===== src/ll_lpif_pkg.sv =====
////////////////////////////////////////////////////////////
// Shared link definitions for the x4 LPIF slave
// Four 40-bit lanes carry one 153-bit word per cycle
// Strobe sits at lane 0 bit 1 and marker at lane 3 bit 39
// Payload fills the lanes in order around the sync bits
////////////////////////////////////////////////////////////
`default_nettype none

package ll_lpif_pkg;

  // Lane geometry
  localparam int LL_LANES   = 4;
  localparam int LL_LANE_W  = 40;
  localparam int LL_FLAT_W  = LL_LANES * LL_LANE_W;
  localparam int LL_WORD_W  = 153;

  // Sync bit locations
  localparam int LL_STB_LANE = 0;
  localparam int LL_STB_BIT  = 1;
  localparam int LL_MRK_LANE = 3;
  localparam int LL_MRK_BIT  = 39;
  // Same locations in the flattened lane vector
  localparam int LL_STB_POS  = LL_STB_LANE * LL_LANE_W + LL_STB_BIT;
  localparam int LL_MRK_POS  = LL_MRK_LANE * LL_LANE_W + LL_MRK_BIT;
  // Unused bits between payload top and marker
  localparam int LL_SPARE_W  = LL_FLAT_W - LL_WORD_W - 2;

  // Flit field widths
  localparam int LL_DATA_W   = 128;
  localparam int LL_CRC_W    = 16;
  localparam int LL_STATE_W  = 4;
  localparam int LL_PROTID_W = 2;

  // Field offsets in the packed word, LSB first
  localparam int LL_OFF_DATA      = 0;
  localparam int LL_OFF_CRC       = LL_OFF_DATA + LL_DATA_W;
  localparam int LL_OFF_STATE     = LL_OFF_CRC + LL_CRC_W;
  localparam int LL_OFF_PROTID    = LL_OFF_STATE + LL_STATE_W;
  localparam int LL_OFF_DVALID    = LL_OFF_PROTID + LL_PROTID_W;
  localparam int LL_OFF_CRC_VALID = LL_OFF_DVALID + 1;
  localparam int LL_OFF_VALID     = LL_OFF_CRC_VALID + 1;

  typedef logic [LL_WORD_W-1:0] ll_word_t;
  typedef logic [LL_LANE_W-1:0] ll_lane_t;
  typedef logic [15:0]          ll_delay_t;
  typedef logic [31:0]          ll_dbg_t;

  // Online delay FSM states
  typedef enum logic [1:0] {
    SYNC_IDLE,
    SYNC_COUNT,
    SYNC_ONLINE
  } ll_sync_state_e;

endpackage

`default_nettype wire


===== src/ll_auto_sync.sv =====
////////////////////////////////////////////////////////////
// Online delay and sync bit generation
// TX goes online y+z cycles after tx_online is first sampled
// RX goes online x cycles after rx_online, zero means next edge
// DELAY_WIDTH must not exceed 16, upper delay bits are ignored
////////////////////////////////////////////////////////////
`timescale 1ns/1ps
`default_nettype none

module ll_auto_sync
  import ll_lpif_pkg::*;
#(
  parameter int DELAY_WIDTH = 16
) (
  input  logic      clk_wr,
  input  logic      rst_n,
  input  logic      tx_online,
  input  logic      rx_online,
  input  ll_delay_t delay_x_value,
  input  ll_delay_t delay_y_value,
  input  ll_delay_t delay_z_value,
  output logic      tx_online_delay,
  output logic      rx_online_delay,
  output logic      tx_stb_userbit,
  output logic      tx_mrk_userbit
);

  // One extra bit so y+z cannot wrap
  localparam int CW = DELAY_WIDTH + 1;

  // Channel 0 is TX, channel 1 is RX
  logic [1:0]     online_in;
  logic [CW-1:0]  target [2];
  logic [CW-1:0]  cnt_q [2];
  ll_sync_state_e state_q [2];

  assign online_in = {rx_online, tx_online};

  // TX waits for both y and z
  assign target[0] = CW'(delay_y_value[DELAY_WIDTH-1:0]) +
                     CW'(delay_z_value[DELAY_WIDTH-1:0]);
  assign target[1] = CW'(delay_x_value[DELAY_WIDTH-1:0]);

  ////////////////////////////////////////////////////////////
  // Delay FSMs
  ////////////////////////////////////////////////////////////
  always_ff @(posedge clk_wr) begin
    for (int i = 0; i < 2; i++) begin
      // Dropping the input always restarts the wait
      if (!rst_n || !online_in[i]) begin
        state_q[i] <= SYNC_IDLE;
        cnt_q[i]   <= '0;
      end else begin
        case (state_q[i])
          SYNC_IDLE: begin
            // First edge with input high counts as cycle one
            cnt_q[i]   <= CW'(1);
            state_q[i] <= (target[i] == '0) ? SYNC_ONLINE : SYNC_COUNT;
          end
          SYNC_COUNT: begin
            if (cnt_q[i] >= target[i]) begin
              state_q[i] <= SYNC_ONLINE;
            end else begin
              cnt_q[i] <= cnt_q[i] + 1'b1;
            end
          end
          SYNC_ONLINE: begin
            // Hold until input drops
            state_q[i] <= SYNC_ONLINE;
          end
          default: begin
            state_q[i] <= SYNC_IDLE;
          end
        endcase
      end
    end
  end

  assign tx_online_delay = (state_q[0] == SYNC_ONLINE);
  assign rx_online_delay = (state_q[1] == SYNC_ONLINE);

  // Persistent strobe and marker while TX is online
  assign tx_stb_userbit = tx_online_delay;
  assign tx_mrk_userbit = tx_online_delay;

endmodule

`default_nettype wire


===== src/ll_tx_lane_map.sv =====
////////////////////////////////////////////////////////////
// Transmit flit packer and lane mapper
// Lanes are registered, zero while tx_online_delay is low
// No back-pressure, one word leaves every cycle
////////////////////////////////////////////////////////////
`timescale 1ns/1ps
`default_nettype none

module ll_tx_lane_map
  import ll_lpif_pkg::*;
(
  input  logic                   clk_wr,
  input  logic                   rst_n,
  input  logic                   tx_online_delay,
  input  logic                   tx_stb_userbit,
  input  logic                   tx_mrk_userbit,
  input  logic [LL_STATE_W-1:0]  ustrm_state,
  input  logic [LL_PROTID_W-1:0] ustrm_protid,
  input  logic [LL_DATA_W-1:0]   ustrm_data,
  input  logic                   ustrm_dvalid,
  input  logic [LL_CRC_W-1:0]    ustrm_crc,
  input  logic                   ustrm_crc_valid,
  input  logic                   ustrm_valid,
  output ll_lane_t               tx_phy0,
  output ll_lane_t               tx_phy1,
  output ll_lane_t               tx_phy2,
  output ll_lane_t               tx_phy3,
  output ll_dbg_t                tx_upstream_debug_status
);

  ll_word_t               tx_word;
  logic [LL_FLAT_W-1:0]   tx_flat;
  logic [LL_FLAT_W-1:0]   lanes_q;
  ll_dbg_t                sent_cnt_q;

  ////////////////////////////////////////////////////////////
  // Flit packing
  ////////////////////////////////////////////////////////////
  assign tx_word[LL_OFF_DATA   +: LL_DATA_W]   = ustrm_data;
  assign tx_word[LL_OFF_CRC    +: LL_CRC_W]    = ustrm_crc;
  assign tx_word[LL_OFF_STATE  +: LL_STATE_W]  = ustrm_state;
  assign tx_word[LL_OFF_PROTID +: LL_PROTID_W] = ustrm_protid;
  assign tx_word[LL_OFF_DVALID]                = ustrm_dvalid;
  assign tx_word[LL_OFF_CRC_VALID]             = ustrm_crc_valid;
  assign tx_word[LL_OFF_VALID]                 = ustrm_valid;

  // Lane spread, LSB upward
  // Payload skips the strobe slot, spare zeros pad up to the marker
  // Marker is the very top bit of lane 3
  assign tx_flat = {tx_mrk_userbit,
                    {LL_SPARE_W{1'b0}},
                    tx_word[LL_WORD_W-1:LL_STB_POS],
                    tx_stb_userbit,
                    tx_word[LL_STB_POS-1:0]};

  ////////////////////////////////////////////////////////////
  // Lane registers
  ////////////////////////////////////////////////////////////
  always_ff @(posedge clk_wr) begin
    if (!rst_n) begin
      lanes_q <= '0;
    end else if (tx_online_delay) begin
      lanes_q <= tx_flat;
    end else begin
      // Idle lanes while link is offline
      lanes_q <= '0;
    end
  end

  assign tx_phy0 = lanes_q[0*LL_LANE_W +: LL_LANE_W];
  assign tx_phy1 = lanes_q[1*LL_LANE_W +: LL_LANE_W];
  assign tx_phy2 = lanes_q[2*LL_LANE_W +: LL_LANE_W];
  assign tx_phy3 = lanes_q[3*LL_LANE_W +: LL_LANE_W];

  ////////////////////////////////////////////////////////////
  // Sent word counter
  ////////////////////////////////////////////////////////////
  always_ff @(posedge clk_wr) begin
    if (!rst_n) begin
      sent_cnt_q <= '0;
    end else if (tx_online_delay && ustrm_valid) begin
      // Wraps at 2^32
      sent_cnt_q <= sent_cnt_q + 1'b1;
    end
  end

  assign tx_upstream_debug_status = sent_cnt_q;

endmodule

`default_nettype wire


===== src/ll_rx_word_align.sv =====
////////////////////////////////////////////////////////////
// Receive lane register and sync check
// Word is accepted only with both strobe and marker set
// and rx_online_delay high, no realignment is attempted
////////////////////////////////////////////////////////////
`timescale 1ns/1ps
`default_nettype none

module ll_rx_word_align
  import ll_lpif_pkg::*;
(
  input  logic     clk_wr,
  input  logic     rst_n,
  input  logic     rx_online_delay,
  input  ll_lane_t rx_phy0,
  input  ll_lane_t rx_phy1,
  input  ll_lane_t rx_phy2,
  input  ll_lane_t rx_phy3,
  output ll_word_t rx_word,
  output logic     rx_word_ok,
  output ll_dbg_t  rx_downstream_debug_status
);

  logic [LL_FLAT_W-1:0] lanes_q;
  logic                 stb_bit;
  logic                 mrk_bit;
  ll_dbg_t              rej_cnt_q;

  ////////////////////////////////////////////////////////////
  // Lane capture
  ////////////////////////////////////////////////////////////
  // Payload only, validity comes from rx_word_ok
  always_ff @(posedge clk_wr) begin
    lanes_q <= {rx_phy3, rx_phy2, rx_phy1, rx_phy0};
  end

  // Sync bits
  assign stb_bit = lanes_q[LL_STB_POS];
  assign mrk_bit = lanes_q[LL_MRK_POS];

  // Gather payload back around the strobe slot
  // Spare bits are dropped
  assign rx_word = {lanes_q[LL_WORD_W:LL_STB_POS+1],
                    lanes_q[LL_STB_POS-1:0]};

  // Accept check
  assign rx_word_ok = rx_online_delay && stb_bit && mrk_bit;

  ////////////////////////////////////////////////////////////
  // Rejected word counter
  ////////////////////////////////////////////////////////////
  always_ff @(posedge clk_wr) begin
    if (!rst_n) begin
      rej_cnt_q <= '0;
    end else if (rx_online_delay && !rx_word_ok) begin
      // Only counts while online, offline words are expected junk
      rej_cnt_q <= rej_cnt_q + 1'b1;
    end
  end

  assign rx_downstream_debug_status = rej_cnt_q;

endmodule

`default_nettype wire


===== src/ll_rx_unpack.sv =====
////////////////////////////////////////////////////////////
// Receive flit unpacker
// Outputs are registered, all zero for a rejected word
////////////////////////////////////////////////////////////
`timescale 1ns/1ps
`default_nettype none

module ll_rx_unpack
  import ll_lpif_pkg::*;
(
  input  logic                   clk_wr,
  input  logic                   rst_n,
  input  ll_word_t               rx_word,
  input  logic                   rx_word_ok,
  output logic [LL_STATE_W-1:0]  dstrm_state,
  output logic [LL_PROTID_W-1:0] dstrm_protid,
  output logic [LL_DATA_W-1:0]   dstrm_data,
  output logic                   dstrm_dvalid,
  output logic [LL_CRC_W-1:0]    dstrm_crc,
  output logic                   dstrm_crc_valid,
  output logic                   dstrm_valid
);

  ////////////////////////////////////////////////////////////
  // Field split
  ////////////////////////////////////////////////////////////
  always_ff @(posedge clk_wr) begin
    if (!rst_n || !rx_word_ok) begin
      // Bad or offline word shows as an empty flit
      dstrm_state     <= '0;
      dstrm_protid    <= '0;
      dstrm_data      <= '0;
      dstrm_dvalid    <= 1'b0;
      dstrm_crc       <= '0;
      dstrm_crc_valid <= 1'b0;
      dstrm_valid     <= 1'b0;
    end else begin
      dstrm_state     <= rx_word[LL_OFF_STATE  +: LL_STATE_W];
      dstrm_protid    <= rx_word[LL_OFF_PROTID +: LL_PROTID_W];
      dstrm_data      <= rx_word[LL_OFF_DATA   +: LL_DATA_W];
      dstrm_dvalid    <= rx_word[LL_OFF_DVALID];
      dstrm_crc       <= rx_word[LL_OFF_CRC    +: LL_CRC_W];
      dstrm_crc_valid <= rx_word[LL_OFF_CRC_VALID];
      // Valid passes through as sent, not forced high
      dstrm_valid     <= rx_word[LL_OFF_VALID];
    end
  end

endmodule

`default_nettype wire


===== src/ll_lpif_slave_top.sv =====
////////////////////////////////////////////////////////////
// LPIF x4 logic-link slave, single clock clk_wr
// No FIFO, no credits, no back-pressure
// Latency rx_phy to dstrm is 2 cycles, ustrm to tx_phy is 1
////////////////////////////////////////////////////////////
`timescale 1ns/1ps
`default_nettype none

module ll_lpif_slave_top
  import ll_lpif_pkg::*;
#(
  parameter int DELAY_WIDTH = 16
) (
  input  logic                   clk_wr,
  input  logic                   rst_n,

  // Link control
  input  logic                   tx_online,
  input  logic                   rx_online,
  input  ll_delay_t              delay_x_value,
  input  ll_delay_t              delay_y_value,
  input  ll_delay_t              delay_z_value,

  // PHY lanes
  output ll_lane_t               tx_phy0,
  output ll_lane_t               tx_phy1,
  output ll_lane_t               tx_phy2,
  output ll_lane_t               tx_phy3,
  input  ll_lane_t               rx_phy0,
  input  ll_lane_t               rx_phy1,
  input  ll_lane_t               rx_phy2,
  input  ll_lane_t               rx_phy3,

  // Upstream flit
  input  logic [LL_STATE_W-1:0]  ustrm_state,
  input  logic [LL_PROTID_W-1:0] ustrm_protid,
  input  logic [LL_DATA_W-1:0]   ustrm_data,
  input  logic                   ustrm_dvalid,
  input  logic [LL_CRC_W-1:0]    ustrm_crc,
  input  logic                   ustrm_crc_valid,
  input  logic                   ustrm_valid,

  // Downstream flit
  output logic [LL_STATE_W-1:0]  dstrm_state,
  output logic [LL_PROTID_W-1:0] dstrm_protid,
  output logic [LL_DATA_W-1:0]   dstrm_data,
  output logic                   dstrm_dvalid,
  output logic [LL_CRC_W-1:0]    dstrm_crc,
  output logic                   dstrm_crc_valid,
  output logic                   dstrm_valid,

  // Debug counters
  output ll_dbg_t                tx_upstream_debug_status,
  output ll_dbg_t                rx_downstream_debug_status
);

  logic     tx_online_delay;
  logic     rx_online_delay;
  logic     tx_stb_userbit;
  logic     tx_mrk_userbit;
  ll_word_t rx_word;
  logic     rx_word_ok;

  ////////////////////////////////////////////////////////////
  // Online delay and sync bits
  ////////////////////////////////////////////////////////////
  ll_auto_sync #(
    .DELAY_WIDTH (DELAY_WIDTH)
  ) u_auto_sync (
    .clk_wr          (clk_wr),
    .rst_n           (rst_n),
    .tx_online       (tx_online),
    .rx_online       (rx_online),
    .delay_x_value   (delay_x_value),
    .delay_y_value   (delay_y_value),
    .delay_z_value   (delay_z_value),
    .tx_online_delay (tx_online_delay),
    .rx_online_delay (rx_online_delay),
    .tx_stb_userbit  (tx_stb_userbit),
    .tx_mrk_userbit  (tx_mrk_userbit)
  );

  ////////////////////////////////////////////////////////////
  // Transmit path
  ////////////////////////////////////////////////////////////
  ll_tx_lane_map u_tx_lane_map (
    .clk_wr                   (clk_wr),
    .rst_n                    (rst_n),
    .tx_online_delay          (tx_online_delay),
    .tx_stb_userbit           (tx_stb_userbit),
    .tx_mrk_userbit           (tx_mrk_userbit),
    .ustrm_state              (ustrm_state),
    .ustrm_protid             (ustrm_protid),
    .ustrm_data               (ustrm_data),
    .ustrm_dvalid             (ustrm_dvalid),
    .ustrm_crc                (ustrm_crc),
    .ustrm_crc_valid          (ustrm_crc_valid),
    .ustrm_valid              (ustrm_valid),
    .tx_phy0                  (tx_phy0),
    .tx_phy1                  (tx_phy1),
    .tx_phy2                  (tx_phy2),
    .tx_phy3                  (tx_phy3),
    .tx_upstream_debug_status (tx_upstream_debug_status)
  );

  ////////////////////////////////////////////////////////////
  // Receive path
  ////////////////////////////////////////////////////////////
  ll_rx_word_align u_rx_word_align (
    .clk_wr                     (clk_wr),
    .rst_n                      (rst_n),
    .rx_online_delay            (rx_online_delay),
    .rx_phy0                    (rx_phy0),
    .rx_phy1                    (rx_phy1),
    .rx_phy2                    (rx_phy2),
    .rx_phy3                    (rx_phy3),
    .rx_word                    (rx_word),
    .rx_word_ok                 (rx_word_ok),
    .rx_downstream_debug_status (rx_downstream_debug_status)
  );

  ll_rx_unpack u_rx_unpack (
    .clk_wr          (clk_wr),
    .rst_n           (rst_n),
    .rx_word         (rx_word),
    .rx_word_ok      (rx_word_ok),
    .dstrm_state     (dstrm_state),
    .dstrm_protid    (dstrm_protid),
    .dstrm_data      (dstrm_data),
    .dstrm_dvalid    (dstrm_dvalid),
    .dstrm_crc       (dstrm_crc),
    .dstrm_crc_valid (dstrm_crc_valid),
    .dstrm_valid     (dstrm_valid)
  );

endmodule

`default_nettype wire


===== config.mk =====
export PLATFORM = sky130hd
export DESIGN_NAME = ll_lpif_slave_top
export DESIGN_NICKNAME = d
export VERILOG_FILES = /design/src/ll_lpif_pkg.sv /design/src/ll_auto_sync.sv /design/src/ll_tx_lane_map.sv /design/src/ll_rx_word_align.sv /design/src/ll_rx_unpack.sv /design/src/ll_lpif_slave_top.sv
export SDC_FILE = /design/constraint.sdc
export NUM_CORES = 1
export LEC_CHECK = 0
export BUFFER_PORTS_ARGS = -buffer_cell sky130_fd_sc_hd__buf_2
export CAP_MARGIN = 20
export CELL_PAD_IN_SITES_DETAIL_PLACEMENT = 1
export CELL_PAD_IN_SITES_GLOBAL_PLACEMENT = 1
export CORE_AREA = 3 3 287 289
export DETAILED_ROUTE_END_ITERATION = 10
export DIE_AREA = 0 0 290 292
export PLACE_DENSITY_LB_ADDON = 0.1
export SYNTH_ARGS = -nofsm -noshare
export SYNTH_HDL_FRONTEND = slang
export SYNTH_SLANG_ARGS = --single-unit

===== constraint.sdc =====
create_clock -name clk_wr -period 5.8 [get_ports clk_wr]
set_clock_uncertainty 0.2 [all_clocks]
set_input_delay 1.16 -clock clk_wr [delete_from_list [all_inputs] [get_ports clk_wr]]
set_output_delay 1.16 -clock clk_wr [all_outputs]
set_load 0.005 [all_outputs]

Word level (Yosys, flattened, before mapping)
Memory sizes are Yosys's and may differ from the RTL's.
Index checks and enable logic that the tools add are counted.

operators by class
  multiplexer cells = 53
  add/subtract/negate cells = 5
  bitwise logic cells = 12
  reduce and logical (&&, ||, !) cells = 18
  magnitude comparators = 2
  eq/ne operators = 4

operators with widths
  cell                     number
  $mux W160                1
  $mux W17                 4
  $add A32 B1 Y32 const B  2
  $mux W1                  38
  $add A17 B1 Y17 const B  2
  $logic_not A17 Y1        2
  $mux W2                  10
  $add A16 B16 Y17         1
  $ge A17 B16 Y1           1
  $ge A17 B17 Y1           1
  $or A1 B1 Y1             12
  $reduce_or A3 Y1         2
  $eq A2 B1 Y1 const B     2
  $eq A2 B2 Y1 const B     2
  $logic_and A1 B1 Y1      4
  $logic_not A1 Y1         4
  $logic_not A2 Y1         2
  $logic_or A1 B1 Y1       3
  $reduce_and A2 Y1        1

storage, ports and cells
  input port bits = 365
  memories = 2
  memory bits (writable) = 38
  word-level logic and storage cells = 108
  bits in registers = 537
  output and inout bits = 377

memories
  memory               words  bits a word  rd ports  clocked after memory_dff  write ports  RTL line            text
  u_auto_sync.cnt_q    2      17           2         0                         2            ll_auto_sync.sv:34  logic [CW-1:0] cnt_q [2];
  u_auto_sync.state_q  2      2            2         0                         2            ll_auto_sync.sv:35  ll_sync_state_e state_q [2];

Depth between registers and ports, before layout
  word-level depth = 9
  depth in mapped cells = 16
  mapped depth without buffers = 16

Cells and area by module
A second synthesis with hierarchy kept.

unflattened totals
  cell total of the unflattened synthesis = 1770
  area, all modules = 19462.4 um2

modules (own cells, without submodules)
  module            times used  area each (um2)  seq. area each (um2)  cells each
  ll_tx_lane_map    1           5810.6           3743.6                540
  ll_rx_word_align  1           5799.3           3743.6                492
  ll_rx_unpack      1           4246.6           3062.9                339
  ll_auto_sync      1           3606.0           1141.1                399

Least setup slack after synthesis
Ideal clock, no wire load.

  kind = input-to-reg
  from = input port delay_y_value[0]
  to = memory u_auto_sync.cnt_q[0][10] in the netlist's numbering, data pin
  cell stages on the path = 14
  setup time = 268 ps
  arrival = 4566 ps
  buffers on the path = 1
  required time = 5332 ps
  setup slack = 766 ps
  path through = ha_1 > fa_1 > a21o_1 > a221oi_2 > a221oi_1 > o31a_1 > or2_2 > ha_1 > nand4_1 > a211oi_1 > a221oi_1 > o2111ai_1 > clkbuf_1 > nor2_1

RTL lines
  item             RTL line                 text
  start, declared  ll_lpif_slave_top.sv:21  input ll_delay_t delay_y_value,
  end, declared    ll_auto_sync.sv:34

==> flow_summary.yaml <==
critical_path:
  cp.required_ns: 5.89
  max_stage_delay_ns: 0.41
  worst_ep_arrival_time_ns: 5.15
  rrSetupSlack_ns: 2.45
  startpoint_type: "primary input"
  cpLargestDelayFamily: "compound AO/OA/AOI/OAI gates"
  worstSetupPathType: "primary input to register"
  crit_chain: "buf_2, ha_1, fa_1, a21o_1, a221oi_2, a221oi_1, o31a_1, or2_2, ha_1, a21o_1, a21o_1, a221oi_1, o21ai_0, a21oi_1, or2_2, buf_12"
  critical_path_peak_fanout: 17
  path_common_cell: "a21o_1"
  end_kind: "register"
  critical_path_buf_inv_count: 2
  critPathSlowestCell: "fa_1"
yosys:
  synth.top_cell.area_share_pct: 58.8
  netlist_top_cells_area: "dfxtp_1 (59%), and2_1 (13%), edfxtp_1 (6.4%)"
  synthAdderAreaFrac_pct: 3.81
  ys.flop_type: "dfxtp_1"
  muxShareOfSynthArea_pct: 0.279
  synthArstFlopShare_pct: 0
  yosysWarnings: 0
  ys_ff_latch: 564
  synth-simple-area-share_pct: 19.8
  syn-cell-area_um2: 17900
  synth_top_family_by_area: "simple AND/OR/NAND/NOR gates"
  yosysSeqAreaShare_pct: 65.2
  syn_inst: 1522
  syn_avg_cell_area_um2: 11.8
  synth.distinct_cells: 67
  yosys.area.top_type: "dfxtp_1"
  synth-edff-count: 38
  synth-xor-area-share_pct: 4.45
  synth-compound-area-share_pct: 4.46
drt:
  first_pass_iters: 4
  vias: 13400
  wire_per_inst_um: 20.2
  drtIter0Drc: 320
  vias_per_cell: 3.94
  wl_um: 68800
  drcViolationCount: 0
  ant_nets: 0
final_layout:
  multiInputGateArea_um2: 5900
  fin_cells: 3402
  nets: 2696
  areaGrowthSynthToFinish_pct: 39.7
  fillers: 9228
  drive_gt1_share_pct: 36.8
  seq_area_um2: 11700
clock_network:
  htreeDepth: 3
  root_buffer: "clkbuf_16"
  clk_latency_ns: 0.61
  cts_sinks: 564
  post_cts_buffers: 0
  path_clk_slew_ns: 0.05
  cts_hold_buf: 0
  ctsResizeCount: 0
  tritoncts.num_buffers: 69
  cts_tree: "built"
  clk_path_buf_depth: 3
floorplanning:
  rows: 104
  ios: 742
  die_y_um: 292
  start_util_pct: 22.3
  die_w_um: 290
  core_um2: 80200
  die_area_um2: 84700
hold_path:
  hold_path_class: "register to register"
power:
  power_mw: 8.64
  p_leak_nw: 12.1
  power.density_nw_per_um2: 345
  ir_drop_v: 0.000232
timing:
  rsz0062_at_grt: "no"
  slew_headroom_pct: 54.6
  tns_ns: 0
  worstMarginPinSlew_ns: 0.680
  finalSetupViolations: 0
  fin_crit_sh_pct: 87.2
  drv_slew: 0
  min_period_ns: 5.06
  fmax_mhz: 198
  finalHoldViolCount: 0
run:
  cap_violations: 0
grt:
  antenna_found_initial: 42
  grt_overflow: 0
  first_global_vias: 14400
  globalRouteTotalUtil_pct: 15.7
  grt_pass1_wl_um: 98800
  grt_max_degree: 154
placed_design:
  port_buffers: 731
  gp_congestion: 0.834
  place_inst: 3266
  dp_hpwl_um: 54600
outcome:
  outcome: "completed"
## flip-flops by register name, indices dropped and copies added, names as in the netlist
signal / count
u_rx_word_align.lanes_q: 155
u_rx_unpack.dstrm_state: 4
u_auto_sync.cnt_q: 34
u_auto_sync.state_q: 4
u_rx_unpack.dstrm_valid: 1
u_rx_unpack.dstrm_protid: 2
u_rx_unpack.dstrm_dvalid: 1
u_rx_unpack.dstrm_data: 128
u_tx_lane_map.tx_upstream_debug_status: 32
u_tx_lane_map.lanes_q: 154
u_rx_unpack.dstrm_crc: 16
u_rx_unpack.dstrm_crc_valid: 1
u_rx_word_align.rx_downstream_debug_status: 32
## cell usage after synthesis, types with 5 or more instances
| master | instances |
|---|---|
| nor2_1 | 52 |
| a21oi_1 | 20 |
| dfxtp_1 | 526 |
| o21a_1 | 5 |
| and2_1 | 363 |
| o21ai_0 | 19 |
| nand3_1 | 37 |
| nor4_1 | 10 |
| nand4_1 | 15 |
| clkbuf_1 | 47 |
| nor2b_1 | 8 |
| a21o_1 | 14 |
| ha_1 | 53 |
| and3_1 | 25 |
| edfxtp_1 | 38 |
| xor2_1 | 31 |
| buf_4 | 7 |
| o211ai_1 | 5 |
| and4_1 | 8 |
| mux2i_1 | 5 |
| nor3_1 | 6 |
| a21boi_0 | 6 |
| inv_1 | 32 |
| nand2_1 | 57 |
| a211oi_1 | 5 |
| or3_1 | 10 |
| xnor2_1 | 60 |
## metal layers
metal	vias up	part of all wire [%]	GRT usage (%)	routed length [µm]
met5	-	0.019	0	13
met4	2	3.1	5.31	2130
met3	133	8.5	6.27	5850
met2	509	51	28.4	35300
met1	6269	37	16.7	25500
li1	6497	-	-	-
## power by group
group	total, mW	switching [mW]	internal [mW]	leakage [nW]
logic	0.375	0.186	0.188	6.20
clock network	4.24	1.71	2.52	1.10
registers	4.03	0.0286	4.00	4.76
## metrics by stage
step	utilization (%)	worst slack [ns]	hold slack (ns)	instance area [µm²]
2_1_floorplan	-	0.766	0.206	17900
3_3_place_gp	28.4	0.252	0.210	22700
3_5_place_dp	28.4	0.184	0.212	22700
4_1_cts	31.2	0.807	0.201	25000
5_1_grt	31.2	0.550	0.236	25000
6_report	31.2	0.741	0.204	25000
## kinds of logic after synthesis
logic type	after synthesis
AO/OA/AOI/OAI	109
XOR/XNOR	91
adder cells (fa/ha/maj)	54
buffers and inverters	89
flip-flops	564
multiplexers	5
other	1
AND/OR/NAND/NOR	609
## path summary, 6_finish.rpt
| check | from | to | depth (start not counted) |
|---|---|---|---|
| setup / recovery | delay_y_value[0] | u_auto_sync.cnt_q[0][6]$_SDFFCE_PN0P_ | 16 |
| hold / removal | u_rx_word_align.lanes_q[119]$_DFF_P_ | u_rx_unpack.dstrm_data[118]$_SDFF_PP0_ | 1 |
| setup reg to reg | u_auto_sync.cnt_q[1][11]$_SDFFCE_PN0P_ | u_auto_sync.cnt_q[1][6]$_SDFFCE_PN0P_ | 7 |
| hold reg to reg | u_rx_word_align.lanes_q[119]$_DFF_P_ | u_rx_unpack.dstrm_data[118]$_SDFF_PP0_ | 1 |
## cells in the final DEF (no fill, tap or decap), types with 37 or more instances in the layout
master / instances
clkbuf_16: 70
nand2_1: 57
xnor2_1: 60
and2_1: 363
dfxtp_1: 526
nand3_1: 37
nor2_1: 52
ha_1: 53
edfxtp_1: 38
buf_2: 731
## layout make-up
class | count | area share (%)
diodes | 16 | 0.160
clock buffers | 99 | 7.91
clock inverters | 21 | 1.05
inverters | 32 | 0.480
multi-input cells | 873 | 23.6
flip-flops and latches | 564 | 46.6
well taps | 1060 | 5.30
repair buffers | 737 | 14.9
Note: power is estimated with default switching activity, not from simulation.
